$ cat src/hdl/minimig_io_pkg.sv
// minimig io shared definitions
// widths, control processor command codes, strobe types and user_io states
package minimig_io_pkg;

  ////////////////////////////////////////////////////////////
  // widths
  ////////////////////////////////////////////////////////////

  typedef logic [5:0]  joy_t;             // fire2,fire,up,down,left,right
  typedef logic [7:0]  spi_byte_t;        // one spi byte, msb first on the wire
  typedef logic [7:0]  mouse_cnt_t;       // one mouse axis counter
  typedef logic [15:0] mouse_dat_t;       // {y counter, x counter}
  typedef logic [9:0]  eclk_t;            // e-clock one-hot ring
  typedef logic [1:0]  kbd_mouse_type_t;  // strobe type

  ////////////////////////////////////////////////////////////
  // command codes, first byte of every frame
  ////////////////////////////////////////////////////////////

  localparam spi_byte_t CMD_JOY0      = 8'h01;  // joystick a state
  localparam spi_byte_t CMD_JOY1      = 8'h02;  // joystick b state
  localparam spi_byte_t CMD_KBD_MOUSE = 8'h04;  // type byte, then data bytes
  localparam spi_byte_t CMD_MOUSE_BTN = 8'h05;  // mouse buttons

  // strobe types carried with kbd_mouse_strobe
  localparam kbd_mouse_type_t KM_MOUSE_X = 2'd0;  // signed x delta
  localparam kbd_mouse_type_t KM_MOUSE_Y = 2'd1;  // signed y delta
  localparam kbd_mouse_type_t KM_KEYCODE = 2'd2;  // amiga keycode
  localparam kbd_mouse_type_t KM_UNUSED  = 2'd3;  // dropped by the port

  ////////////////////////////////////////////////////////////
  // user_io frame fsm
  ////////////////////////////////////////////////////////////

  typedef enum logic [2:0] {
    IDLE_CMD,   // waiting for command byte
    JOY0_DATA,  // next byte is joystick a
    JOY1_DATA,  // next byte is joystick b
    KM_TYPE,    // next byte selects strobe type
    KM_DATA,    // every byte is one strobe
    BTN_DATA,   // next byte is mouse buttons
    IGNORE      // rest of frame discarded
  } user_io_state_t;

endpackage
$ cat src/hdl/minimig_io_top.sv
`timescale 1ns/10ps
// minimig io slice of the fpga top
// clock enables, user_io spi link and keyboard/mouse port in the 28 MHz domain
module minimig_io_top #(
  parameter minimig_io_pkg::spi_byte_t CORE_TYPE = 8'hA1,  // minimig core id
  parameter int KEY_FIFO_DEPTH = 4
) (
  input  logic                       clk_28,
  input  logic                       reset,
  // spi link from the control processor
  input  logic                       SPI_SCK,
  input  logic                       SPI_DI,
  input  logic                       CONF_DATA0,     // user_io select, active low
  input  logic                       SPI_SS2,        // fpga select
  input  logic                       SPI_SS3,        // osd select
  output logic                       SPI_DO,
  // chipset inputs
  output minimig_io_pkg::joy_t       joya,
  output minimig_io_pkg::joy_t       joyb,
  output logic [2:0]                 mouse_buttons,
  output minimig_io_pkg::mouse_dat_t mouse_dat,
  output minimig_io_pkg::spi_byte_t  key_code,
  output logic                       key_valid,
  input  logic                       key_ack,
  // chipset timing
  output logic                       clk7_en,
  output logic                       cck,
  output minimig_io_pkg::eclk_t      eclk
);

  import minimig_io_pkg::*;

  logic            user_io_sdo;
  logic            minimig_sdo;       // data out of the absent core
  spi_byte_t       kbd_mouse_data;
  kbd_mouse_type_t kbd_mouse_type;
  logic            kbd_mouse_strobe;

  ////////////////////////////////////////////////////////////
  // spi data-out mux
  ////////////////////////////////////////////////////////////

  assign minimig_sdo = 1'b0;  // no core behind ss2/ss3
  // user_io while selected, else the core
  assign SPI_DO = ~CONF_DATA0 ? user_io_sdo : minimig_sdo;

  ////////////////////////////////////////////////////////////
  // blocks
  ////////////////////////////////////////////////////////////

  amiga_clk_en amiga_clk_en_i (
    .clk_28   (clk_28),
    .reset    (reset),
    .clk7_en  (clk7_en),
    .clk7n_en (),          // chipset phases unused in this slice
    .c1       (),
    .c3       (),
    .cck      (cck),
    .eclk     (eclk)
  );

  user_io #(
    .CORE_TYPE (CORE_TYPE)
  ) user_io_i (
    .clk_28           (clk_28),
    .reset            (reset),
    .spi_sck          (SPI_SCK),
    .spi_ss_io        (CONF_DATA0),
    .spi_mosi         (SPI_DI),
    .spi_miso         (user_io_sdo),
    .joy0             (joya),
    .joy1             (joyb),
    .mouse_buttons    (mouse_buttons),
    .kbd_mouse_data   (kbd_mouse_data),
    .kbd_mouse_type   (kbd_mouse_type),
    .kbd_mouse_strobe (kbd_mouse_strobe)
  );

  kbd_mouse_port #(
    .KEY_FIFO_DEPTH (KEY_FIFO_DEPTH)
  ) kbd_mouse_port_i (
    .clk_28           (clk_28),
    .reset            (reset),
    .clk7_en          (clk7_en),      // updates land on the 7 MHz edge
    .kbd_mouse_data   (kbd_mouse_data),
    .kbd_mouse_type   (kbd_mouse_type),
    .kbd_mouse_strobe (kbd_mouse_strobe),
    .mouse_dat        (mouse_dat),
    .key_code         (key_code),
    .key_valid        (key_valid),
    .key_ack          (key_ack)
  );

endmodule

$ cat src/hdl/kbd_mouse_port.sv
`timescale 1ns/10ps
// keyboard and mouse port
// accumulates mouse deltas into the counter word, queues keycodes on clk7_en
module kbd_mouse_port #(
  parameter int KEY_FIFO_DEPTH = 4  // power of two, 2 or more
) (
  input  logic                            clk_28,
  input  logic                            reset,
  input  logic                            clk7_en,
  input  minimig_io_pkg::spi_byte_t       kbd_mouse_data,
  input  minimig_io_pkg::kbd_mouse_type_t kbd_mouse_type,
  input  logic                            kbd_mouse_strobe,
  output minimig_io_pkg::mouse_dat_t      mouse_dat,   // {y, x}
  output minimig_io_pkg::spi_byte_t       key_code,    // fifo head
  output logic                            key_valid,
  input  logic                            key_ack
);

  import minimig_io_pkg::*;

  localparam int PTR_W = (KEY_FIFO_DEPTH > 1) ? $clog2(KEY_FIFO_DEPTH) : 1;
  localparam logic [PTR_W:0] CNT_FULL = (PTR_W + 1)'(KEY_FIFO_DEPTH);

  logic            pend_valid;  // strobe waiting for clk7_en
  spi_byte_t       pend_data;
  kbd_mouse_type_t pend_type;
  logic            apply;
  logic            push;
  logic            pop;
  mouse_cnt_t      mouse_x;
  mouse_cnt_t      mouse_y;
  spi_byte_t       key_mem [KEY_FIFO_DEPTH];
  logic [PTR_W-1:0] wr_ptr;
  logic [PTR_W-1:0] rd_ptr;
  logic [PTR_W:0]   key_cnt;     // fill level

  ////////////////////////////////////////////////////////////
  // pending strobe
  ////////////////////////////////////////////////////////////

  always_ff @(posedge clk_28) begin
    if (reset) begin
      pend_valid <= 1'b0;
    end else if (kbd_mouse_strobe) begin
      pend_valid <= 1'b1;  // new strobe wins over the clear
    end else if (clk7_en) begin
      pend_valid <= 1'b0;
    end
  end

  always_ff @(posedge clk_28) begin
    if (kbd_mouse_strobe) begin
      pend_data <= kbd_mouse_data;
      pend_type <= kbd_mouse_type;
    end
  end

  assign apply = clk7_en & pend_valid;
  // full check on the level before any pop, so a full fifo drops the code
  assign push  = apply & (pend_type == KM_KEYCODE) & (key_cnt != CNT_FULL);
  assign pop   = key_valid & key_ack;

  ////////////////////////////////////////////////////////////
  // mouse counters
  ////////////////////////////////////////////////////////////

  always_ff @(posedge clk_28) begin
    if (reset) begin
      mouse_x <= '0;
      mouse_y <= '0;
    end else if (apply) begin
      // signed delta, 8-bit add wraps modulo 256
      if (pend_type == KM_MOUSE_X) mouse_x <= mouse_x + pend_data;
      if (pend_type == KM_MOUSE_Y) mouse_y <= mouse_y + pend_data;
    end
  end

  assign mouse_dat = {mouse_y, mouse_x};

  ////////////////////////////////////////////////////////////
  // keycode fifo
  ////////////////////////////////////////////////////////////

  always_ff @(posedge clk_28) begin
    if (reset) begin
      wr_ptr  <= '0;
      rd_ptr  <= '0;
      key_cnt <= '0;
    end else begin
      if (push) wr_ptr <= wr_ptr + 1'b1;  // wraps, depth is a power of two
      if (pop)  rd_ptr <= rd_ptr + 1'b1;
      case ({push, pop})
        2'b10:   key_cnt <= key_cnt + 1'b1;
        2'b01:   key_cnt <= key_cnt - 1'b1;
        default: key_cnt <= key_cnt;  // none, or push and pop together
      endcase
    end
  end

  always_ff @(posedge clk_28) begin
    if (push) begin
      key_mem[wr_ptr] <= pend_data;
    end
  end

  assign key_valid = (key_cnt != '0);
  assign key_code  = key_mem[rd_ptr];

endmodule

$ cat src/hdl/user_io.sv
`timescale 1ns/10ps
// user_io spi slave for the control processor link
// decodes joystick, button and keyboard/mouse frames, answers with the core id
module user_io #(
  parameter minimig_io_pkg::spi_byte_t CORE_TYPE = 8'hA1  // core id sent back
) (
  input  logic                            clk_28,
  input  logic                            reset,
  input  logic                            spi_sck,           // mode 0 clock
  input  logic                            spi_ss_io,         // select, active low
  input  logic                            spi_mosi,
  output logic                            spi_miso,
  output minimig_io_pkg::joy_t            joy0,
  output minimig_io_pkg::joy_t            joy1,
  output logic [2:0]                      mouse_buttons,
  output minimig_io_pkg::spi_byte_t       kbd_mouse_data,
  output minimig_io_pkg::kbd_mouse_type_t kbd_mouse_type,
  output logic                            kbd_mouse_strobe   // one cycle pulse
);

  import minimig_io_pkg::*;

  logic [1:0]     sck_sync;   // 2-ff synchronisers
  logic [1:0]     mosi_sync;
  logic [1:0]     ss_sync;
  logic           sck_q;      // previous synced sck
  logic           sck_rise;
  logic           sck_fall;
  logic           ss_idle;    // select released
  logic [2:0]     bit_cnt;    // bit within byte
  logic [6:0]     rx_sreg;    // first 7 bits of a byte
  spi_byte_t      rx_byte;    // byte including current bit
  logic           byte_done;
  spi_byte_t      tx_sreg;
  user_io_state_t state;

  ////////////////////////////////////////////////////////////
  // pin synchronisers and edge detect
  ////////////////////////////////////////////////////////////

  always_ff @(posedge clk_28) begin
    if (reset) begin
      sck_sync  <= 2'b00;
      mosi_sync <= 2'b00;
      ss_sync   <= 2'b11;  // deselected
      sck_q     <= 1'b0;
    end else begin
      sck_sync  <= {sck_sync[0], spi_sck};
      mosi_sync <= {mosi_sync[0], spi_mosi};
      ss_sync   <= {ss_sync[0], spi_ss_io};
      sck_q     <= sck_sync[1];
    end
  end

  assign sck_rise  = sck_sync[1] & ~sck_q;
  assign sck_fall  = ~sck_sync[1] & sck_q;
  assign ss_idle   = ss_sync[1];
  assign rx_byte   = {rx_sreg, mosi_sync[1]};  // mosi aligned with sck by equal sync depth
  assign byte_done = sck_rise & (bit_cnt == 3'd7);

  ////////////////////////////////////////////////////////////
  // shift registers
  ////////////////////////////////////////////////////////////

  always_ff @(posedge clk_28) begin
    if (reset || ss_idle) begin
      bit_cnt <= 3'd0;  // realign on every frame
    end else if (sck_rise) begin
      bit_cnt <= bit_cnt + 3'd1;
    end
  end

  always_ff @(posedge clk_28) begin
    if (sck_rise) begin
      rx_sreg <= rx_byte[6:0];
    end
  end

  // id preloaded while deselected so bit 7 is out before the first rise
  always_ff @(posedge clk_28) begin
    if (reset || ss_idle) begin
      tx_sreg <= CORE_TYPE;
    end else if (sck_fall) begin
      tx_sreg <= {tx_sreg[6:0], 1'b0};  // zeros after the command byte
    end
  end

  assign spi_miso = tx_sreg[7];

  ////////////////////////////////////////////////////////////
  // frame fsm
  ////////////////////////////////////////////////////////////

  always_ff @(posedge clk_28) begin
    if (reset) begin
      state            <= IDLE_CMD;
      joy0             <= '0;
      joy1             <= '0;
      mouse_buttons    <= 3'd0;
      kbd_mouse_strobe <= 1'b0;
    end else begin
      kbd_mouse_strobe <= 1'b0;
      if (ss_idle) begin
        state <= IDLE_CMD;  // frame over
      end else if (byte_done) begin
        case (state)
          IDLE_CMD: begin
            case (rx_byte)
              CMD_JOY0:      state <= JOY0_DATA;
              CMD_JOY1:      state <= JOY1_DATA;
              CMD_KBD_MOUSE: state <= KM_TYPE;
              CMD_MOUSE_BTN: state <= BTN_DATA;
              default:       state <= IGNORE;  // unknown command
            endcase
          end
          JOY0_DATA: begin
            joy0  <= rx_byte[5:0];
            state <= IGNORE;
          end
          JOY1_DATA: begin
            joy1  <= rx_byte[5:0];
            state <= IGNORE;
          end
          BTN_DATA: begin
            mouse_buttons <= rx_byte[2:0];
            state         <= IGNORE;
          end
          KM_TYPE:  state <= KM_DATA;
          KM_DATA:  kbd_mouse_strobe <= 1'b1;  // one per data byte
          default:  state <= IGNORE;
        endcase
      end
    end
  end

  // strobe payload, valid alongside kbd_mouse_strobe
  always_ff @(posedge clk_28) begin
    if (byte_done && (state == KM_TYPE)) begin
      kbd_mouse_type <= rx_byte[1:0];
    end
    if (byte_done && (state == KM_DATA)) begin
      kbd_mouse_data <= rx_byte;
    end
  end

endmodule

$ cat src/hdl/amiga_clk_en.sv
`timescale 1ns/10ps
// amiga chipset clock enables in the 28 MHz domain
// 7 MHz enables, c1/c3 phases, colour clock and e-clock ring, no pll
module amiga_clk_en (
  input  logic                  clk_28,    // 28 MHz chipset clock
  input  logic                  reset,     // sync, active high
  output logic                  clk7_en,   // 7 MHz posedge enable
  output logic                  clk7n_en,  // 7 MHz negedge enable
  output logic                  c1,        // in step with 7 MHz clock
  output logic                  c3,        // c1 delayed by 90 degrees
  output logic                  cck,       // colour clock, 3.5 MHz
  output minimig_io_pkg::eclk_t eclk       // e-clock ring, 0.7 MHz
);

  import minimig_io_pkg::*;

  logic [1:0] phase;  // 28 MHz cycle within one 7 MHz period

  ////////////////////////////////////////////////////////////
  // phase counter
  ////////////////////////////////////////////////////////////

  always_ff @(posedge clk_28) begin
    if (reset) begin
      phase <= 2'd0;
    end else begin
      phase <= phase + 2'd1;  // free running
    end
  end

  // all enables decoded from the one counter so every block
  // in this domain sees the same 7 MHz phase
  assign clk7_en  = (phase == 2'd3);
  assign clk7n_en = (phase == 2'd1);
  assign c1       = ~phase[1];            // phases 0,1
  assign c3       = phase[1] ^ phase[0];  // phases 1,2

  ////////////////////////////////////////////////////////////
  // colour clock and e-clock
  ////////////////////////////////////////////////////////////

  always_ff @(posedge clk_28) begin
    if (reset) begin
      cck  <= 1'b0;
      eclk <= eclk_t'(1);  // ring starts at bit 0
    end else if (clk7_en) begin
      cck  <= ~cck;                    // 8 clk_28 period
      eclk <= {eclk[8:0], eclk[9]};    // one step per 7 MHz cycle
    end
  end

endmodule

$ cat config.mk
export PLATFORM = sky130hd
export DESIGN_NAME = minimig_io_top
export DESIGN_NICKNAME = d
export VERILOG_FILES = /design/src/hdl/minimig_io_pkg.sv /design/src/hdl/minimig_io_top.sv /design/src/hdl/kbd_mouse_port.sv /design/src/hdl/user_io.sv /design/src/hdl/amiga_clk_en.sv
export SDC_FILE = /design/constraint.sdc
export NUM_CORES = 1
export LEC_CHECK = 0
export ABC_CLOCK_PERIOD_IN_PS = 4900
export BUFFER_PORTS_ARGS = -buffer_cell sky130_fd_sc_hd__buf_2
export CELL_PAD_IN_SITES_DETAIL_PLACEMENT = 0
export CELL_PAD_IN_SITES_GLOBAL_PLACEMENT = 1
export CORE_MARGIN = 1
export CORE_UTILIZATION = 51
export CTS_CLUSTER_DIAMETER = 200
export DETAILED_ROUTE_END_ITERATION = 7
export GPL_TIMING_DRIVEN = 0
export PLACE_DENSITY = 0.83
export SETUP_SLACK_MARGIN = 0.5
export SLEW_MARGIN = 20
export SYNTH_ARGS = -nofsm -noshare
export SYNTH_HDL_FRONTEND = slang
export SYNTH_HIERARCHICAL = 1
export SYNTH_SLANG_ARGS = --single-unit
$ cat constraint.sdc
create_clock -name clk_28 -period 4.9 [get_ports clk_28]
set_input_delay 0.49 -clock clk_28 [delete_from_list [all_inputs] [get_ports clk_28]]
set_output_delay 0.49 -clock clk_28 [all_outputs]
set_load 0.01 [all_outputs]
==> results_dict.tcl, run 1 <==
set metrics [dict create \
    syn-instance-count 468 \
    tightest_slew_ns 0.816 \
    diodes 0 \
    rsz0062_at_grt "no" \
    worstHoldStart "SPI_SCK" \
    crit_path_end_kind "register" \
    grtUsageTotal_pct 20.1 \
    r2r_start "amiga_clk_en_i/phase[0]$_SDFF_PP0_" \
    placed_cells 666 \
    max_cap_viol_count 0 \
    place_congestion 0.811 \
    initial_core_util_pct 52.3 \
    io_pins 61 \
    crit_start "amiga_clk_en_i/phase[0]$_SDFF_PP0_" \
    skew_ns 0.00867 \
    path_clk_slew_ns 0.06 \
    layout-area-overhead-vs-synth_pct 18.9 \
    syn-num-nets 503 \
    peakVddDrop_mv 0.225 \
    cp_top_family "adder cells" \
    grt_pass1_vias 3598 \
    hold_path_class "in2reg" \
    fin_crit_sh_pct 51.2 \
    final_hold_viol_count 0 \
    ys.warnings.count 6 \
    antenna_found_initial 0 \
    cellLeakagePower_nw 2.55 \
    setup.worst_path.class "reg2reg" \
    initialDrtViolationCount 139 \
    setup_tns_ns 0 \
    route.final.wire_length_um 10500 \
    path_max_fanout 7 \
    cts-root-buf "clkbuf_8" \
    cts_tree "built" \
    finalMaxSlewViolations 0 \
    status "complete, no violations" \
    cts.sinks 135 \
    grt_pass1_wl_um 17600 \
    required_ns 5.32 \
    cts_resized 0 \
    layout-drive-gt1-share_pct 21.3 \
    synth_area_um2 5650 \
    worst_skew_pair.late_latency_ns 0.50 \
    ant_nets 0 \
    worstPathArrival_ns 2.93 \
    cpMaxStageDelayCell "a31oi_1" \
    cellPowerDensity_nw_per_um2 373 \
    crit_buf_inv 2 \
    fmax_mhz 398 \
    grt_max_degree 17 \
    fin_crit_ns 2.51 \
    detail_route.vias_per_cell 5.27 \
    io_buffer_count 58 \
    synth_area_per_cell_um2 12.1 \
    htree_levels 4 \
    crit_chain "ha_1 > nand4b_1 > a31oi_1 > inv_1 > ha_1 > inv_1 > fa_1 > xor2_1 > or3_1 > a21oi_1" \
    post_cts_buffers 0 \
    drt-pass1-iter-count 4 \
    drc 0 \
    post-layout-total-power_w 0.00251 \
    grt_overflow 0 \
    nets 580 \
    cts_buffers 17 \
    coreArea_um2 10800 \
    place_hpwl_um 7310 \
    row_count 38 \
    setup_viol 0 \
    cts_buffer_depth 2 \
    slew_headroom_pct 44.8 \
    instances_no_fill 698 \
    die_area_um2 11500 \
    vias 3675 \
    detail_route.wl_per_cell_um 15.0 \
    cts.hold.buffers_added 0 \
    critPathLaunchType "register" \
    die_w_um 107 \
    slowest_delay_ns 0.50 \
    dp_slack_ns 2.34 \
    worst_slack_ns 2.39 \
    dieHeight_um 107 \
]
## per-stage QoR
stage	utilization [%]	hold slack, ns	instance area (um^2)
6_report	62.2	0.193	6710
4_1_cts	62.2	0.172	6710
3_5_place_dp	56.6	0.405	6110
5_1_grt	62.2	0.191	6710
2_1_floorplan	-	0.389	5650
3_3_place_gp	56.6	0.396	6110
## flip-flops by register name, summed over array words and instances, names as in the netlist, 6 cells and up, named ones only
register / flops
amiga_clk_en_i/eclk: 10
kbd_mouse_port_i/key_mem: 32
kbd_mouse_port_i/mouse_x: 8
kbd_mouse_port_i/mouse_y: 8
kbd_mouse_port_i/pend_data: 8
user_io_i/joy0: 6
user_io_i/joy1: 6
user_io_i/kbd_mouse_data: 8
user_io_i/rx_sreg: 7
user_io_i/tx_sreg: 8
## worst reg2reg max path, stage by stage, from the launching register on
cell	delay [ns]
dfxtp_1	0.39
ha_1	0.26
nand4b_1	0.17
a31oi_1	0.50
inv_1	0.10
ha_1	0.25
inv_1	0.08
fa_1	0.17
xor2_1	0.07
or3_1	0.31
a21oi_1	0.14
## power by group
group          switching, W  total [W]  internal (W)
sequential       0.00000868    0.00118       0.00118
clock              0.000455    0.00128      0.000824
combinational     0.0000251  0.0000422     0.0000172
## cell usage in the layout (no fill, tap or decap), types with 8 or more instances in the layout
master / n
dfxtp_1: 76
nand2_1: 28
o21ai_0: 15
buf_2: 63
mux2i_1: 23
nor2_1: 40
ha_1: 24
mux4_2: 8
edfxtp_1: 59
clkbuf_16: 16
nand3_1: 12
inv_1: 15
nand2b_1: 16
a21oi_1: 30
clkbuf_1: 11
nor2b_1: 14
## final cells by class
cell class / instances / area (um^2)
Buffer: 18 / 90.1
Inverter: 15 / 56.3
Timing Repair Buffer: 58 / 290
Multi-Input combinational cell: 300 / 2210
Fill cell: 847 / 4080
Sequential cell: 135 / 3290
Clock inverter: 13 / 179
Tap cell: 140 / 175
Clock buffer: 19 / 422
## path summary, 6_finish.rpt
check                                                           endpoint  slack (ns)  cells past startpoint
worst max register to register  kbd_mouse_port_i/key_cnt[2]$_SDFFE_PP0P_        2.39                     10
worst max-delay path            kbd_mouse_port_i/key_cnt[2]$_SDFFE_PP0P_        2.39                     10
worst min register to register   kbd_mouse_port_i/pend_data[6]$_DFFE_PP_        0.42                      0
worst min-delay path                    user_io_i/sck_sync[0]$_SDFF_PP0_        0.19                      2
## metal layers
layer  up-vias  track usage (%)  routed length, um
met1      1736             26.0               4860
met4         0             6.36                142
met5         -                0                  0
li1       1838                -                  -
met2        86             33.4               5130
met3        15             4.86                368
Note: power is estimated with default switching activity, not from simulation.
==> run 2, diff against run 1 <==
- ABC_CLOCK_PERIOD_IN_PS: 4900 -> 2200
- CORE_UTILIZATION: 51 -> 42
- PLACE_DENSITY: 0.83 -> 0.73
- clock period: 4.9 -> 2.2 ns (I/O delays scaled with it)
==> results_dict.tcl, run 2 (synthesis gave the netlist of run 1 again) <==
set metrics [dict create \
    status "complete, no violations" \
    antenna_found_initial 0 \
    die_w_um 118 \
    rsz0062_at_grt "yes" \
    worstHoldStart "SPI_DI" \
    top_regs "kbd_mouse_port_i/key_mem x32, amiga_clk_en_i/eclk x10" \
    cellLeakagePower_nw 2.74 \
    switchingPower_w 0.00115 \
    grt_max_degree 17 \
    r2r_start "amiga_clk_en_i/phase[0]$_SDFF_PP0_" \
    crit_path_end_kind "register" \
    grt_pass1_wl_um 18500 \
    drt-pass1-iter-count 6 \
    finalMaxSlewViolations 0 \
    final_hold_viol_count 0 \
    placed_cells 702 \
    setup.worst_path.class "reg2reg" \
    p_sw_share_pct 20.2 \
    path_max_fanout 2 \
    max_cap_viol_count 0 \
    worst_slack_ns 0.171 \
    cts.sinks 135 \
    peakVddDrop_mv 0.525 \
    power_frac_comb_pct 1.8 \
    route.final.wire_length_um 11100 \
    path_clk_slew_ns 0.06 \
    initialDrtViolationCount 164 \
    largest_register_ffs 32 \
    cts_tree "built" \
    io_buffer_count 58 \
    crit_start "amiga_clk_en_i/phase[0]$_SDFF_PP0_" \
    post-layout-total-power_w 0.00572 \
    grt_pass1_vias 3763 \
    grtUsageTotal_pct 17.2 \
    seqPwrFrac_pct 46.2 \
    cellPowerDensity_nw_per_um2 776 \
    worst_skew_pair.late_latency_ns 0.41 \
    post-route-util_pct 55.8 \
    instances_no_fill 759 \
    setup_viol 0 \
    fin_crit_ns 2.03 \
    vias 3763 \
    io_pins 61 \
    clockPowerShare_pct 52.1 \
    detail_route.vias_per_cell 4.96 \
    largest-register "kbd_mouse_port_i/key_mem" \
    place_hpwl_um 7600 \
    tightest_slew_ns 0.576 \
    dp_slack_ns -0.00834 \
    worstPathArrival_ns 2.36 \
    place_congestion 0.780 \
    dieHeight_um 118 \
    fin_crit_sh_pct 92.2 \
    htree_levels 4 \
    nets 605 \
    initial_core_util_pct 42.8 \
    die_area_um2 13900 \
    critPathLaunchType "register" \
    intPower_w 0.00456 \
    diodes 0 \
    final_cell_mix "69 x dfxtp_1, 59 x edfxtp_1, 55 x buf_2" \
    cts_buffer_depth 2 \
    hold_path_class "in2reg" \
    skew_ns 0.00786 \
    cts_buffers 17 \
    cts-root-buf "clkbuf_16" \
    fmax_mhz 493 \
    ant_nets 0 \
    holdWs_ns 0.0158 \
    row_count 42 \
    layout-area-overhead-vs-synth_pct 30.4 \
    detail_route.wl_per_cell_um 14.7 \
    fillers 1107 \
    layout-drive-gt1-share_pct 34.1 \
    required_ns 2.53 \
    coreArea_um2 13200 \
    slew_headroom_pct 61.6 \
    final_common_cell "dfxtp_1" \
    grt_overflow 0 \
    drc 0 \
]
## run 2: per-layer routing
metal	global-route usage (%)	up-vias	share of wire, %	wire length [um]
li1	-	1885	-	-
met5	0	-	0	0
met1	21.7	1798	47	5230
met2	28.5	68	48	5370
met4	7.21	0	1.6	179
met3	3.92	12	3.2	362
## run 2: metrics by stage
step / setup TNS, ns / instance area, um^2
final: 0 / 7360
after global routing: 0 / 7360
after global placement: 0 / 6310
after CTS: 0 / 7220
after floorplan: 0 / 5800
after detailed placement: -0.00834 / 6310
## run 2: layout make-up
type | instances | area [um^2] | share of cell area (%)
Multi-Input combinational cell | 300 | 2510 | 34.1
Clock inverter | 15 | 203 | 2.75
Clock buffer | 17 | 425 | 5.78
Buffer | 18 | 113 | 1.53
Timing Repair Buffer | 83 | 526 | 7.14
Inverter | 15 | 58.8 | 0.799
Tap cell | 176 | 220 | 2.99
Sequential cell | 135 | 3300 | 44.9
## run 2: critical path: stages (launching register included)
cell      delay, ns
dfxtp_4        0.35
ha_4           0.15
nand4b_1       0.19
a31oi_4        0.05
inv_2          0.08
ha_4           0.14
inv_2          0.04
fa_2           0.33
xor2_1         0.15
or3_1          0.35
a21oi_1        0.12
## run 2: timing repair
action | in CTS | in global routing
pin swaps | 14 | 8
setup endpoints to repair | 66 | 32
hold buffers | 0 | 0
hold endpoints to repair | 0 | 0
gates resized for setup | 43 | 20
buffers inserted | 17 | 8
## run 2: power by group through the flow
stage | registers, W | logic, W | clock network, W
2_1_floorplan | 0.00269 | 0.0000647 | 0
3_3_place_gp | 0.00269 | 0.0000945 | 0
3_5_place_dp | 0.00269 | 0.0000962 | 0
4_1_cts | 0.00264 | 0.000100 | 0.00302
5_1_grt | 0.00264 | 0.000112 | 0.00315
6_report | 0.00264 | 0.000100 | 0.00298
## run 2: final timing paths
path	end	slack, ns	cells past startpoint
worst max-delay path	kbd_mouse_port_i/key_cnt[2]$_SDFFE_PP0P_	0.17	10
worst min-delay path	user_io_i/mosi_sync[0]$_SDFF_PP0_	0.02	2
worst max register to register	kbd_mouse_port_i/key_cnt[2]$_SDFFE_PP0P_	0.17	10
worst min register to register	user_io_i/ss_sync[1]$_SDFF_PP1_	0.41	1
==> run 3, diff against run 2 <==
- MAX_ROUTING_LAYER: not set -> met4
==> results_dict.tcl, run 3 (synthesis gave the netlist of run 1 again) <==
set metrics [dict create \
    largest-register "kbd_mouse_port_i/key_mem" \
    coreArea_um2 13200 \
    diodes 0 \
    cts.sinks 135 \
    grt_pass1_vias 3749 \
    peakVddDrop_mv 0.522 \
    cts_buffer_depth 2 \
    cts_tree "built" \
    nets 605 \
    required_ns 2.53 \
    worst_skew_pair.late_latency_ns 0.41 \
    place_congestion 0.791 \
    path_clk_slew_ns 0.06 \
    htree_levels 4 \
    drc 0 \
    final_common_cell "dfxtp_1" \
    io_buffer_count 58 \
    instances_no_fill 759 \
    cellPowerDensity_nw_per_um2 777 \
    grt_pass1_wl_um 18500 \
    initialDrtViolationCount 172 \
    fin_crit_sh_pct 92.2 \
    vias 3765 \
    die_w_um 118 \
    path_max_fanout 2 \
    post-layout-total-power_w 0.00572 \
    largest_register_ffs 32 \
    grt_overflow 0 \
    detail_route.vias_per_cell 4.96 \
    cellLeakagePower_nw 2.74 \
    ant_nets 0 \
    top_regs "kbd_mouse_port_i/key_mem x32, amiga_clk_en_i/eclk x10" \
    initial_core_util_pct 42.8 \
    fillers 1107 \
    antenna_found_initial 0 \
    final_hold_viol_count 0 \
    multiInputGateArea_um2 2510 \
    io_pins 61 \
    critPathLaunchType "register" \
    finalMaxSlewViolations 0 \
    fin_crit_ns 2.03 \
    cts-root-buf "clkbuf_16" \
    route.final.wire_length_um 11200 \
    status "complete, no violations" \
    placed_cells 702 \
    drt-pass1-iter-count 5 \
    hold_path_class "in2reg" \
    rsz0062_at_grt "yes" \
    post-route-util_pct 55.8 \
    grt_max_degree 17 \
    fmax_mhz 493 \
    layout-drive-gt1-share_pct 34.1 \
    place_hpwl_um 7600 \
    tightest_slew_ns 0.578 \
    grtUsageTotal_pct 17.8 \
    detail_route.wl_per_cell_um 14.7 \
    dieHeight_um 118 \
    slew_headroom_pct 61.4 \
    cts.hold.buffers_added 0 \
    setup.worst_path.class "reg2reg" \
    max_cap_viol_count 0 \
    skew_ns 0.00758 \
    row_count 42 \
    cts_buffers 17 \
    die_area_um2 13900 \
    crit_path_end_kind "register" \
    register_area_um2 3300 \
    final_cell_mix "69 x dfxtp_1, 59 x edfxtp_1, 55 x buf_2" \
    worstPathArrival_ns 2.36 \
    setup_viol 0 \
    layout-area-overhead-vs-synth_pct 30.4 \
]
[run 3: path summary, 6_finish.rpt]
| kind | start | end | slack (ns) | cells past startpoint |
|---|---|---|---|---|
| worst max register to register | amiga_clk_en_i/phase[0]$_SDFF_PP0_ | kbd_mouse_port_i/key_cnt[2]$_SDFFE_PP0P_ | 0.17 | 10 |
| worst max-delay path | amiga_clk_en_i/phase[0]$_SDFF_PP0_ | kbd_mouse_port_i/key_cnt[2]$_SDFFE_PP0P_ | 0.17 | 10 |
| worst min register to register | user_io_i/ss_sync[0]$_SDFF_PP1_ | user_io_i/ss_sync[1]$_SDFF_PP1_ | 0.41 | 1 |
| worst min-delay path | SPI_DI | user_io_i/mosi_sync[0]$_SDFF_PP0_ | 0.02 | 2 |
[run 3: area by class of cell]
cell class	count	share of cell area, %
clock inverter	15	2.75
multi-input combinational	300	34.1
timing repair buffer	83	7.14
clock buffer	17	5.78
tap	176	2.99
sequential	135	44.9
buffer	18	1.53
inverter	15	0.799
[run 3: layer usage]
| layer | vias up | global-route usage (%) | share of wire [%] |
|---|---|---|---|
| met5 | - | - | 0 |
| met4 | 0 | 5.77 | 0.97 |
| met3 | 8 | 4.84 | 3.8 |
| met2 | 75 | 28.4 | 48 |
| met1 | 1794 | 21.9 | 47 |
| li1 | 1888 | - | - |
[run 3: per-stage QoR]
stage / cell area (um^2) / worst slack, ns / hold slack, ns / TNS (ns)
after floorplan: 5800 / 0.278 / 0.292 / 0
after global placement: 6310 / 0.0891 / 0.399 / 0
after detailed placement: 6310 / -0.00834 / 0.402 / -0.00834
after CTS: 7220 / 0.124 / 0.00603 / 0
after global routing: 7360 / 0.0906 / 0.0219 / 0
final: 7360 / 0.172 / 0.0185 / 0
[run 3: repair_timing]
item,in CTS,in global routing
resized for setup,43,20
buffers inserted,17,8
pin swaps,14,8
setup endpoints to repair,66,32
[run 3: worst max-delay path, cell delays in order, from the launching register on]
cell and delay [ns]:
dfxtp_4 0.35, ha_4 0.15, nand4b_1 0.19, a31oi_4 0.05
inv_2 0.08, ha_4 0.14, inv_2 0.04, fa_2 0.33
xor2_1 0.15, or3_1 0.35, a21oi_1 0.12
[run 3: report_power, final]
group | total [W] | switching (W) | internal (W)
sequential | 0.00264 | 0.0000200 | 0.00262
clock | 0.00298 | 0.00108 | 0.00190
combinational | 0.000100 | 0.0000570 | 0.0000435
